## src/include/lsu_macros.svh

```systemverilog
// Sizing macros and access size codes for the load/store unit
`ifndef LSU_MACROS_SVH
`define LSU_MACROS_SVH

// Store buffer depth, any power of two from 2 up
`define ST_BUF_NUM_ENTRIES 8

`define ADDR_W 64 // Address bus width
`define DATA_W 64 // Data bus width

// Scalar size codes, log2 of the byte count in the low bits
`define SIZE_B   4'b0000
`define SIZE_H   4'b0001
`define SIZE_W   4'b0010
`define SIZE_D   4'b0011

// Vector access sizes
`define SIZE_V16 4'b1000
`define SIZE_V32 4'b1001
`define SIZE_V64 4'b1010

`endif

```

## src/hdl/lsu_pkg.sv

```systemverilog
// Shared vector types and the memory port FSM states
`include "lsu_macros.svh"

package lsu_pkg;

    // Full width address as seen by memory
    typedef logic [`ADDR_W-1:0] addr_t;

    // One data word, stores and load returns
    typedef logic [`DATA_W-1:0] data_t;

    // Access size code, scalar or vector
    typedef logic [3:0] mem_size_t;

    // Store buffer entry index
    typedef logic [$clog2(`ST_BUF_NUM_ENTRIES)-1:0] st_ptr_t;

    // Occupancy, one bit more than the index so a full buffer fits
    typedef logic [$clog2(`ST_BUF_NUM_ENTRIES):0] st_cnt_t;

    // Memory port owner
    typedef enum logic [1:0] {
        PORT_IDLE,  // Nothing outstanding
        PORT_LOAD,  // Read request waiting for ack
        PORT_STORE  // Head store waiting for ack
    } port_state_t;

endpackage

```

## src/hdl/store_buffer.sv

```systemverilog
// Circular store queue with flush and full/empty flags
// Size-aware load collision check against every buffered store
`timescale 1ns/1ps
`include "lsu_macros.svh"

module store_buffer import lsu_pkg::*; (
    input  logic      clk_i,
    input  logic      rstn_i,
    input  logic      st_valid_i,     // Store strobe from the pipeline
    input  addr_t     st_addr_i,
    input  data_t     st_data_i,
    input  mem_size_t st_size_i,
    input  logic      st_flush_i,     // Drop every entry at the next edge
    input  logic      head_advance_i, // Head store has been acked
    input  addr_t     ld_addr_i,      // Pending load to check
    input  mem_size_t ld_size_i,
    output logic      head_valid_o,
    output addr_t     head_addr_o,
    output data_t     head_data_o,
    output mem_size_t head_size_o,
    output logic      st_empty_o,
    output logic      st_full_o,
    output logic      ld_collision_o
);

    st_ptr_t head_q; // Oldest entry
    st_ptr_t tail_q; // Next free entry
    st_cnt_t count_q;

    logic wr_en;
    logic adv_en;

    // Entry storage
    addr_t     addr_q [`ST_BUF_NUM_ENTRIES];
    data_t     data_q [`ST_BUF_NUM_ENTRIES];
    mem_size_t size_q [`ST_BUF_NUM_ENTRIES];
    logic [`ST_BUF_NUM_ENTRIES-1:0] valid_q;

    // log2 of the alignment block an access covers
    function automatic logic [2:0] size_gran(input mem_size_t size);
        logic [2:0] gran;
        case (size)
            `SIZE_V64: gran = 3'd6;
            `SIZE_V32: gran = 3'd5;
            `SIZE_V16: gran = 3'd4;
            default:   gran = {1'b0, size[1:0]}; // Scalar sizes 1 to 8 bytes
        endcase
        return gran;
    endfunction

    assign wr_en  = st_valid_i & (count_q < st_cnt_t'(`ST_BUF_NUM_ENTRIES));
    assign adv_en = head_advance_i & (count_q != '0); // Late ack after flush is dropped

    // Pointers and occupancy
    always_ff @(posedge clk_i or negedge rstn_i) begin
        if (!rstn_i) begin
            head_q  <= '0;
            tail_q  <= '0;
            count_q <= '0;
        end else if (st_flush_i) begin
            head_q  <= '0;
            tail_q  <= '0;
            count_q <= '0;
        end else begin
            head_q  <= head_q + st_ptr_t'(adv_en);  // Wraps on power of two depth
            tail_q  <= tail_q + st_ptr_t'(wr_en);
            count_q <= count_q + st_cnt_t'(wr_en) - st_cnt_t'(adv_en);
        end
    end

    // Per-entry valid bits
    always_ff @(posedge clk_i or negedge rstn_i) begin
        if (!rstn_i) begin
            valid_q <= '0;
        end else if (st_flush_i) begin
            valid_q <= '0;
        end else begin
            if (wr_en) begin
                valid_q[tail_q] <= 1'b1;
            end
            if (adv_en) begin
                valid_q[head_q] <= 1'b0;  // Slots differ unless empty or full
            end
        end
    end

    // Payload written at the tail
    always_ff @(posedge clk_i) begin
        if (wr_en) begin
            addr_q[tail_q] <= st_addr_i;
            data_q[tail_q] <= st_data_i;
            size_q[tail_q] <= st_size_i;
        end
    end

    // Compare the page offset above the coarser of the two granularities
    always_comb begin : collision_detector
        logic [2:0]  ld_gran;
        logic [2:0]  st_gran;
        logic [11:0] cmp_mask;
        ld_collision_o = 1'b0;
        ld_gran        = size_gran(ld_size_i);
        for (int i = 0; i < `ST_BUF_NUM_ENTRIES; i++) begin
            st_gran  = size_gran(size_q[i]);
            cmp_mask = 12'hfff << ((st_gran > ld_gran) ? st_gran : ld_gran);
            if (valid_q[i] && (((addr_q[i][11:0] ^ ld_addr_i[11:0]) & cmp_mask) == '0)) begin
                ld_collision_o = 1'b1;
            end
        end
    end

    // Head entry for the port controller
    assign head_valid_o = (count_q != '0);
    assign head_addr_o  = addr_q[head_q];
    assign head_data_o  = data_q[head_q];
    assign head_size_o  = size_q[head_q];

    assign st_empty_o = (count_q == '0);
    // One slot of slack for a strobe already under way
    assign st_full_o  = (count_q >= st_cnt_t'(`ST_BUF_NUM_ENTRIES - 1)) | st_flush_i | ~rstn_i;

endmodule

```

## src/hdl/mem_port_ctrl.sv

```systemverilog
// Memory port FSM, loads first unless they hit a buffered store
// Drains the store buffer head when no load can go
`timescale 1ns/1ps
`include "lsu_macros.svh"

module mem_port_ctrl import lsu_pkg::*; (
    input  logic      clk_i,
    input  logic      rstn_i,
    // Load side of the pipeline
    input  logic      ld_valid_i,     // Held until ld_done_o
    input  addr_t     ld_addr_i,
    input  mem_size_t ld_size_i,
    input  logic      ld_collision_i, // Load overlaps a buffered store
    // Store buffer head
    input  logic      head_valid_i,
    input  addr_t     head_addr_i,
    input  data_t     head_data_i,
    input  mem_size_t head_size_i,
    output logic      head_advance_o, // Pops the head on store ack
    output logic      ld_done_o,
    output data_t     ld_data_o,
    // Memory port
    output logic      mem_req_o,
    output logic      mem_we_o,
    output addr_t     mem_addr_o,
    output data_t     mem_wdata_o,
    output mem_size_t mem_size_o,
    input  logic      mem_ack_i,
    input  data_t     mem_rdata_i
);

    port_state_t state_q;
    port_state_t state_d;

    logic ld_eligible;
    logic st_eligible;
    logic issue;
    logic ld_ack;

    logic      mem_req_q;
    logic      mem_we_q;
    addr_t     mem_addr_q;
    data_t     mem_wdata_q;
    mem_size_t mem_size_q;
    logic      ld_done_q;
    data_t     ld_data_q;

    // A load just finished is still on ld_valid_i during its done cycle
    assign ld_eligible = ld_valid_i & ~ld_collision_i & ~ld_done_q;
    assign st_eligible = head_valid_i & ~ld_eligible;  // Loads win
    assign issue       = (state_q == PORT_IDLE) & (ld_eligible | st_eligible);
    assign ld_ack      = (state_q == PORT_LOAD) & mem_ack_i;

    always_comb begin
        state_d = state_q;
        case (state_q)
            PORT_IDLE: begin
                if (ld_eligible) begin
                    state_d = PORT_LOAD;
                end else if (st_eligible) begin
                    state_d = PORT_STORE;
                end
            end
            PORT_LOAD, PORT_STORE: begin
                if (mem_ack_i) begin
                    state_d = PORT_IDLE; // Free to issue again next cycle
                end
            end
            default: state_d = PORT_IDLE;
        endcase
    end

    // Control registers
    always_ff @(posedge clk_i or negedge rstn_i) begin
        if (!rstn_i) begin
            state_q   <= PORT_IDLE;
            mem_req_q <= 1'b0;
            mem_we_q  <= 1'b0;
            ld_done_q <= 1'b0;
        end else begin
            state_q   <= state_d;
            ld_done_q <= ld_ack;            // One cycle after the read ack
            if (issue) begin
                mem_req_q <= 1'b1;
                mem_we_q  <= ~ld_eligible;
            end else if (mem_req_q && mem_ack_i) begin
                mem_req_q <= 1'b0;
                mem_we_q  <= 1'b0;
            end
        end
    end

    // Request payload, held steady until the ack
    always_ff @(posedge clk_i) begin
        if (issue) begin
            mem_addr_q  <= ld_eligible ? ld_addr_i : head_addr_i;
            mem_size_q  <= ld_eligible ? ld_size_i : head_size_i;
            mem_wdata_q <= head_data_i; // Ignored by memory on reads
        end
        if (ld_ack) begin
            ld_data_q <= mem_rdata_i;
        end
    end

    assign head_advance_o = (state_q == PORT_STORE) & mem_ack_i; // Entry leaves at this edge
    assign ld_done_o      = ld_done_q;
    assign ld_data_o      = ld_data_q;

    assign mem_req_o   = mem_req_q;
    assign mem_we_o    = mem_we_q;
    assign mem_addr_o  = mem_addr_q;
    assign mem_wdata_o = mem_wdata_q;
    assign mem_size_o  = mem_size_q;

endmodule

```

## src/hdl/lsu_top.sv

```systemverilog
// Memory stage top, store buffer plus memory port controller
`timescale 1ns/1ps
`include "lsu_macros.svh"

module lsu_top import lsu_pkg::*; (
    input  logic      clk_i,
    input  logic      rstn_i,
    // Store side
    input  logic      st_valid_i,
    input  addr_t     st_addr_i,
    input  data_t     st_data_i,
    input  mem_size_t st_size_i,
    input  logic      st_flush_i,
    output logic      st_empty_o,
    output logic      st_full_o,
    // Load side
    input  logic      ld_valid_i,
    input  addr_t     ld_addr_i,
    input  mem_size_t ld_size_i,
    output logic      ld_done_o,
    output data_t     ld_data_o,
    // Memory port
    output logic      mem_req_o,
    output logic      mem_we_o,
    output addr_t     mem_addr_o,
    output data_t     mem_wdata_o,
    output mem_size_t mem_size_o,
    input  logic      mem_ack_i,
    input  data_t     mem_rdata_i
);

    logic      head_valid;
    addr_t     head_addr;
    data_t     head_data;
    mem_size_t head_size;
    logic      head_advance;  // Store acked by memory
    logic      ld_collision;  // Pending load hits a buffered store

    store_buffer store_buffer0 (
        .clk_i          (clk_i),
        .rstn_i         (rstn_i),
        .st_valid_i     (st_valid_i),
        .st_addr_i      (st_addr_i),
        .st_data_i      (st_data_i),
        .st_size_i      (st_size_i),
        .st_flush_i     (st_flush_i),
        .head_advance_i (head_advance),
        .ld_addr_i      (ld_addr_i),
        .ld_size_i      (ld_size_i),
        .head_valid_o   (head_valid),
        .head_addr_o    (head_addr),
        .head_data_o    (head_data),
        .head_size_o    (head_size),
        .st_empty_o     (st_empty_o),
        .st_full_o      (st_full_o),
        .ld_collision_o (ld_collision)
    );

    mem_port_ctrl port_ctrl0 (
        .clk_i          (clk_i),
        .rstn_i         (rstn_i),
        .ld_valid_i     (ld_valid_i),
        .ld_addr_i      (ld_addr_i),
        .ld_size_i      (ld_size_i),
        .ld_collision_i (ld_collision),
        .head_valid_i   (head_valid),
        .head_addr_i    (head_addr),
        .head_data_i    (head_data),
        .head_size_i    (head_size),
        .head_advance_o (head_advance),
        .ld_done_o      (ld_done_o),
        .ld_data_o      (ld_data_o),
        .mem_req_o      (mem_req_o),
        .mem_we_o       (mem_we_o),
        .mem_addr_o     (mem_addr_o),
        .mem_wdata_o    (mem_wdata_o),
        .mem_size_o     (mem_size_o),
        .mem_ack_i      (mem_ack_i),
        .mem_rdata_i    (mem_rdata_i)
    );

endmodule

```

## config.mk

```make
export PLATFORM = sky130hd
export DESIGN_NAME = lsu_top
export DESIGN_NICKNAME = d
export VERILOG_FILES = /design/src/hdl/lsu_pkg.sv /design/src/hdl/store_buffer.sv /design/src/hdl/mem_port_ctrl.sv /design/src/hdl/lsu_top.sv
export VERILOG_INCLUDE_DIRS = /design/src /design/src/include
export SDC_FILE = /design/constraint.sdc
export NUM_CORES = 1
export LEC_CHECK = 0
export BUFFER_PORTS_ARGS = -buffer_cell sky130_fd_sc_hd__buf_2
export CORE_UTILIZATION = 40
export CTS_CLUSTER_DIAMETER = 60
export DETAILED_ROUTE_END_ITERATION = 16
export MAX_ROUTING_LAYER = met4
export PLACE_DENSITY = 0.68
export SKIP_CTS_REPAIR_TIMING = 1
export SLEW_MARGIN = 15
export SYNTH_ARGS = -nofsm -noshare
export SYNTH_HDL_FRONTEND = slang
export SYNTH_HIERARCHICAL = 1
export SYNTH_SLANG_ARGS = --single-unit
```

## constraint.sdc

```tcl
create_clock -name clk_i -period 13.11 [get_ports clk_i]
set_input_delay 0 -clock clk_i [delete_from_list [all_inputs] [get_ports clk_i]]
set_output_delay 0 -clock clk_i [all_outputs]
set_load 0.005 [all_outputs]
```

==> impl_metrics.csv, run 1 <==
group,metric,value,unit
setup_path,r2r_slack,7.48,ns
yosys,synth_area,47900,sq um
global_route,antenna_found_initial,15,
routing,drc,0,
setup_path,crit_path_top_delay_cell,"o21a_4",
placement,dpl.cell_count,4556,
final_layout,nFillCells,9428,
floorplanning,rows,126,
yosys,synth_flop_cell,"edfxtp_1",
yosys,ys_seq_elements,1275,
setup_path,worst-setup-path-type,"in -> reg",
timing,worst_slew_pin_slew,1.10,ns
run_status,status,"complete, no violations",
routing,dr.first_iter.drc_count,2962,
floorplanning,die_x,348,um
yosys,async_reset_ff_share,1.80,%
global_route,grt_max_degree,134,
global_route,overflow,0,
routing,first_pass_iters,5,
setup_path,slowest_delay,0.84,ns
yosys,synth.distinct_cells,62,
final_layout,drive_above_1_share,23.2,%
routing,routed_wl,130000,um
hold_path,min_from,"mem_rdata_i[43]",
floorplanning,die_h,348,um
yosys,syn_nets,2900,
yosys,synth_edf_count,1252,
global_route,grt_usage,20.8,%
hold_path,min_to,"port_ctrl0/ld_data_o[43]",
setup_path,end_kind,"flop",
routing,routed-via-count,28500,
setup_path,reg2reg_from,"store_buffer0/size_q[1][1]",
power,cellPowerDensity,173,nW/um^2
final_layout,fin_util,50.6,%
placement,dp_hpwl,68600,um
timing,max_freq,164,MHz
floorplanning,num_io_pins,471,
placement,gp_congestion,0.898,
final_layout,layout.cells.non_filler,5161,
final_layout,syn2layout_area_growth,25.1,%
timing,timing.final.crit_share,46.6,%
routing,vias_per_cell,5.53,
cts,clock-sinks,1275,
setup_path,regToRegEndpoint,"port_ctrl0/mem_addr_o[48]",
setup_path,setup.worst_path.start_class,"primary input",
final_layout,nets,3733,
timing,setup_viol,0,
hold_path,holdPathStages,2,
global_route,grt_pass1_wl,180000,um
setup_path,cp.arrival,6.48,ns
timing,finalHoldViolCount,0,
cts,clock_latency,0.74,ns
floorplanning,fp.dieArea,121000,sq um
cts,root_buffer,"clkbuf_16",
floorplanning,coreArea,118000,sq um
cts,numCtsBuffers,140,
setup_path,rr_worst_depth,15,
cts,htree_levels,4,
timing,slew_headroom,26.4,%
setup_path,required,13.48,ns
power,cellLeakagePower,20.4,nW
timing,fin_setup_tns,0,ns
cts,cts.clk_slew.worst_paths,0.06,ns
timing,fin_worst_skew,0.0424,ns
timing,rsz0062_at_grt,"false",
cts,cts_tree,"done",
hold_path,hold_path_class,"in -> reg",
setup_path,crit_chain,"dlygate4sd3_1 > buf_2 > nand2_4 > and3b_1 > inv_1 > ha_1 > and3_1 > a21oi_2 > mux2_2 > o21ai_1 > o21ai_1 > o211a_1 > nor4_1 > nand3_1 > nor3b_4 > buf_4 > o21a_4 > buf_4",
flow_run,maxCapViolCount,0,
routing,ant_nets,0,
cts,cts_buffer_depth,3,
yosys,synthCells,2594,
yosys,yosysSeqAreaShare,79.6,%
setup_path,critPathBufInv,5,
setup_path,critical_path.max_fanout,49,
timing,slew_violations,0,
timing,fin_crit,6.11,ns
floorplanning,start_util,40.5,%
yosys,synth_warnings,6,
setup_path,crit_family,"buffers and inverters",
power,ir_worst_vdd,0.155,mV
yosys,avgSynthCellArea,18.5,sq um
routing,avgRoutedWirePerCell,25.1,um
global_route,grt_pass1_vias,26900,
placement,io_buffers,470,
==> cells in the mapped netlist (8+ instances only) <==
| master | count | area share [%] |
|---|---|---|
| clkbuf_1 | 103 | 0.81 |
| a22oi_1 | 529 | 8.3 |
| o21ai_0 | 15 | 0.16 |
| nor4_1 | 9 | 0.12 |
| nand2_1 | 25 | 0.20 |
| and3b_1 | 9 | 0.16 |
| mux2_4 | 69 | 2.2 |
| inv_1 | 28 | 0.22 |
| ha_1 | 35 | 0.91 |
| o2111ai_1 | 8 | 0.15 |
| buf_2 | 38 | 0.40 |
| nand4_1 | 134 | 1.7 |
| xnor2_1 | 58 | 1.1 |
| mux2i_1 | 11 | 0.23 |
| nor2b_1 | 15 | 0.20 |
| a211oi_1 | 13 | 0.20 |
| a21oi_1 | 19 | 0.20 |
| xor2_1 | 43 | 0.79 |
| nand3_1 | 11 | 0.11 |
| dfrtp_1 | 23 | 1.2 |
| edfxtp_1 | 1252 | 78 |
| nor2_1 | 38 | 0.30 |
==> registers in the layout (all words and copies together), names as in the netlist <==
register and cells:
port_ctrl0/mem_size_o 4, store_buffer0/data_q 512, port_ctrl0/ld_data_o 64, store_buffer0/addr_q 512
port_ctrl0/mem_we_o 1, store_buffer0/head_q 3, store_buffer0/size_q 32, port_ctrl0/mem_req_o 1
port_ctrl0/ld_done_o 1, store_buffer0/valid_q 8, store_buffer0/count_q 4, port_ctrl0/mem_addr_o 64
port_ctrl0/mem_wdata_o 64, port_ctrl0/state_q 2, store_buffer0/tail_q 3
==> routing by layer <==
| metal | global-route usage, % | part of all wire [%] | vias up |
|---|---|---|---|
| met5 | - | 0 | - |
| met4 | 6.35 | 2.4 | 0 |
| met3 | 4.40 | 8.7 | 228 |
| met2 | 32.5 | 48 | 1412 |
| met1 | 27.4 | 41 | 14400 |
| li1 | - | - | 12500 |
==> cells in the final DEF (no fill, tap or decap), drive strengths merged, types with 16 or more instances in the layout <==
master       netlist  routed
nand2             27      27
dfrtp             23      23
edfxtp          1252    1252
mux2              76      76
a21oi             21      21
nand4            134     134
inv               29      46
buf               50     516
clkinv             0      53
o21ai             23      23
dlygate4sd3        0     328
xnor2             58      58
a22oi            529     529
xor2              43      43
ha                35      35
nor2              38      38
clkbuf           103     174
diode              0      16
==> area by class of cell <==
cell class / count / area (sq um) / area share (%)
sequential: 1275 / 38200 / 63.7
multi-input combinational: 1137 / 9000 / 15.0
timing repair buffer: 844 / 6040 / 10.1
clock buffer: 174 / 3650 / 6.09
tap: 1600 / 2000 / 3.34
clock inverter: 86 / 922 / 1.54
inverter: 29 / 109 / 0.182
antenna: 16 / 40.0 / 0.0668
==> how the worst max path moves through the flow <==
stage | endpoint | from | slack (ns) | depth (start not counted)
6_report | port_ctrl0/mem_addr_o[48] | ld_size_i[0] | 7.00 | 18
5_1_grt | port_ctrl0/mem_addr_o[35] | ld_size_i[0] | 6.68 | 18
4_1_cts | port_ctrl0/mem_addr_o[36] | store_buffer0/size_q[1][0] | 7.39 | 15
3_5_place_dp | port_ctrl0/mem_addr_o[59] | ld_size_i[0] | 6.79 | 17
3_3_place_gp | port_ctrl0/mem_wdata_o[52] | ld_size_i[0] | 6.92 | 17
2_1_floorplan | store_buffer0/addr_q[0][0] | store_buffer0/count_q[3] | 2.65 | 3
==> worst reg2reg max path, delay by kind of cell, from the launching register on <==
kind / cells / cell delay (ns)
mux: 1 / 0.40
simple gates: 6 / 1.20
buf+inv: 2 / 1.29
fa+ha+maj: 1 / 0.33
flops: 1 / 0.41
compound gates: 5 / 1.53
==> cell families (layout without fill, tap and decap cells) <==
family,after synthesis,count (layout),synth area share (%)
AO/OA/AOI/OAI,638,638,9.86
XOR/XNOR,101,101,1.85
buffers and inverters,182,1133,1.82
flip-flops,1275,1275,79.6
AND/OR/NAND/NOR,275,275,3.33
adder cells (fa/ha/maj),36,36,0.955
multiplexers,87,87,2.56
other,0,16,0
==> stage by stage <==
stage                     area [sq um]  power, W  worst slack (ns)  hold WS (ns)
after floorplan                  47900   0.00592              2.65        -0.296
after global placement           52000   0.00651              6.92        0.0883
after detailed placement         52000   0.00653              6.79        0.0993
after CTS                        56600    0.0104              7.39        -0.697
after global routing             59900    0.0108              6.68      -0.00538
final                            59900    0.0104              7.00        0.0203
==> power breakdown <==
part | internal [W] | total, W | switching, W | leakage, nW
clock | 0.00220 | 0.00386 | 0.00165 | 2.21
combinational | 0.000529 | 0.00137 | 0.000843 | 6.41
sequential | 0.00502 | 0.00516 | 0.000142 | 11.7
Power figures use the tool's default switching activity.
==> run 2, diff against run 1 <==
--- a/config.mk
+++ b/config.mk
@@ -11,7 +11,7 @@
 export CTS_CLUSTER_DIAMETER = 60
 export DETAILED_ROUTE_END_ITERATION = 16
 export MAX_ROUTING_LAYER = met4
-export PLACE_DENSITY = 0.68
+export PLACE_DENSITY = 0.7
 export SKIP_CTS_REPAIR_TIMING = 1
 export SLEW_MARGIN = 15
 export SYNTH_ARGS = -nofsm -noshare
==> constraint.sdc (replaced) <==
create_clock -name clk_i -period 5 [get_ports clk_i]
set_input_delay 0 -clock clk_i [delete_from_list [all_inputs] [get_ports clk_i]]
set_output_delay 0 -clock clk_i [all_outputs]
set_load 0.005 [all_outputs]
==> run 2 against run 1 <==
Net effect:
- first-iteration DRC count up 4.3%
- design area increased by 0.59%
- clock skew down 0.0046 ns
- combinational power grew to 2.8 times the previous value
- count of clock-buffer cells in the layout grew 7
- flip-flop and latch count is the same
- wire length grew 0.88%
- sequential power rose to 2.6 times the previous value
- via count shrank 0.18%
- total power increased to 2.6 times the previous value
- critical path type is now reg -> reg
- highest routed layer unchanged
==> impl_metrics.csv, run 2 (same netlist as run 1, synthesis figures left out) <==
group,metric,value,unit
floorplanning,rows,126,
timing,slew_headroom,30.5,%
timing,fin_setup_tns,0,ns
setup_path,cp.arrival,5.04,ns
floorplanning,coreArea,118000,sq um
flow_run,maxCapViolCount,0,
placement,pre_cts_ws,0.488,ns
routing,ant_nets,0,
timing,finalHoldViolCount,0,
final_layout,nFillCells,9386,
placement,io_buffers,470,
hold_path,hold_path_class,"in -> reg",
floorplanning,start_util,40.5,%
setup_path,required,5.38,ns
final_layout,most-common-layout-cells,"edfxtp_1, a22oi_1, buf_2",
floorplanning,die_h,348,um
cts,root_buffer,"clkbuf_16",
floorplanning,die_x,348,um
power,clkPwrFrac,36.4,%
timing,setup_viol,0,
routing,drc,0,
final_layout,final_common_cell,"edfxtp_1",
global_route,grt_pass1_wl,181000,um
global_route,grt_usage,20.9,%
placement,gp_congestion,0.927,
power,p_sw_share,24.9,%
setup_path,end_kind,"flop",
setup_path,critical_path.max_fanout,52,
timing,rsz0062_at_grt,"false",
final_layout,reg_top3,"store_buffer0/addr_q x512, store_buffer0/data_q x512",
routing,avgRoutedWirePerCell,25.3,um
timing,finalHoldWorstSlack,0.0321,ns
final_layout,syn2layout_area_growth,25.8,%
global_route,antenna_found_initial,14,
cts,clock_latency,0.73,ns
floorplanning,num_io_pins,471,
power,power_switching,0.00679,W
cts,cts.clk_slew.worst_paths,0.06,ns
global_route,overflow,0,
cts,cts_buffer_depth,3,
routing,dr.first_iter.drc_count,3088,
final_layout,drive_above_1_share,23.5,%
routing,routed_wl,131000,um
placement,dp_hpwl,71800,um
run_status,status,"complete, no violations",
final_layout,nets,3762,
power,share_comb_of_total_power,14.0,%
global_route,grt_pass1_vias,27200,
power,ir_worst_vdd,0.457,mV
setup_path,worst-setup-path-type,"reg -> reg",
timing,worst_slew_pin_slew,1.04,ns
cts,htree_levels,4,
global_route,grt_max_degree,112,
power,cellLeakagePower,20.5,nW
power,cellPowerDensity,452,nW/um^2
routing,vias_per_cell,5.51,
routing,first_pass_iters,6,
setup_path,r2r_slack,0.34,ns
setup_path,setup.worst_path.start_class,"flop",
cts,numCtsBuffers,139,
timing,max_freq,215,MHz
power,p_int,0.0205,W
timing,fin_ws,0.344,ns
floorplanning,fp.dieArea,121000,sq um
timing,timing.final.crit_share,93.1,%
cts,cts_tree,"done",
power,pwr-share-seq,49.6,%
timing,fin_crit,4.66,ns
cts,clock-sinks,1275,
timing,fin_worst_skew,0.0379,ns
timing,slew_violations,0,
routing,routed-via-count,28500,
-- run 2: cell types whose count changed in the layout (fill, tap and decap cells not counted), sizes merged, moves of 4 or more --
cell,previous run,this run
clkinv,53,41
inv,46,41
buf,516,547
clkbuf,174,181
clkinvlp,7,3
diode,16,12
-- run 2: through the flow --
step	total power, W	instance area, sq um	util, %	instances
3_5_place_dp	0.0173	52600	44.4	4587
4_1_cts	0.0272	57000	48.1	4834
5_1_grt	0.0282	60300	50.9	5173
6_report	0.0273	60300	50.9	5174
2_1_floorplan	0.0155	47900	-	2594
3_3_place_gp	0.0173	52500	44.4	4586
-- run 2: per-layer routing --
layer	wire length (um)	GRT usage (%)	vias up
met3	11500	5.32	225
met4	3550	7.10	0
met2	63600	32.7	1442
met1	52200	26.7	14400
li1	-	-	12500
met5	0	-	-
-- run 2: worst max-delay path: stages, from the launching register on --
cell and delay (ns):
edfxtp_1 0.44, a211oi_1 0.37, ha_1 0.34, nor3b_1 0.16, a311oi_1 0.39, a31oi_1 0.13
mux2_4 0.35, nor2b_1 0.14, o21a_1 0.18, o221ai_2 0.18, nand3_1 0.14, nor3b_4 0.80
o21a_4 0.28, buf_12 0.28
-- run 2: area by class of cell --
type	instances	area (sq um)	share of cell area (%)
clock buffer	181	3720	6.17
inverter	29	109	0.181
clock inverter	66	676	1.12
sequential	1275	38200	63.3
multi-input combinational	1137	9010	14.9
tap	1600	2000	3.32
timing repair buffer	874	6570	10.9
antenna	12	30.0	0.0498
-- run 2: path summary, 6_finish.rpt --
| check | start | endpoint | depth (start not counted) |
|---|---|---|---|
| setup / recovery | store_buffer0/size_q[6][0] | port_ctrl0/mem_wdata_o[61] | 13 |
| hold / removal | mem_rdata_i[37] | port_ctrl0/ld_data_o[37] | 2 |
| setup reg to reg | store_buffer0/size_q[6][0] | port_ctrl0/mem_wdata_o[61] | 13 |
| hold reg to reg | store_buffer0/data_q[7][30] | port_ctrl0/mem_wdata_o[30] | 2 |
| max in group asynchronous | rstn_i | store_buffer0/tail_q[1] | 4 |
| min in group asynchronous | rstn_i | store_buffer0/count_q[3] | 4 |
-- run 2: power groups by stage --
| stage | Sequential, W | Clock (W) | Combinational, W |
|---|---|---|---|
| floorplan | 0.0139 | 0 | 0.00160 |
| global placement | 0.0137 | 0 | 0.00353 |
| detailed placement | 0.0137 | 0 | 0.00360 |
| CTS | 0.0135 | 0.0101 | 0.00361 |
| global route | 0.0136 | 0.0105 | 0.00410 |
| finish | 0.0135 | 0.00992 | 0.00383 |
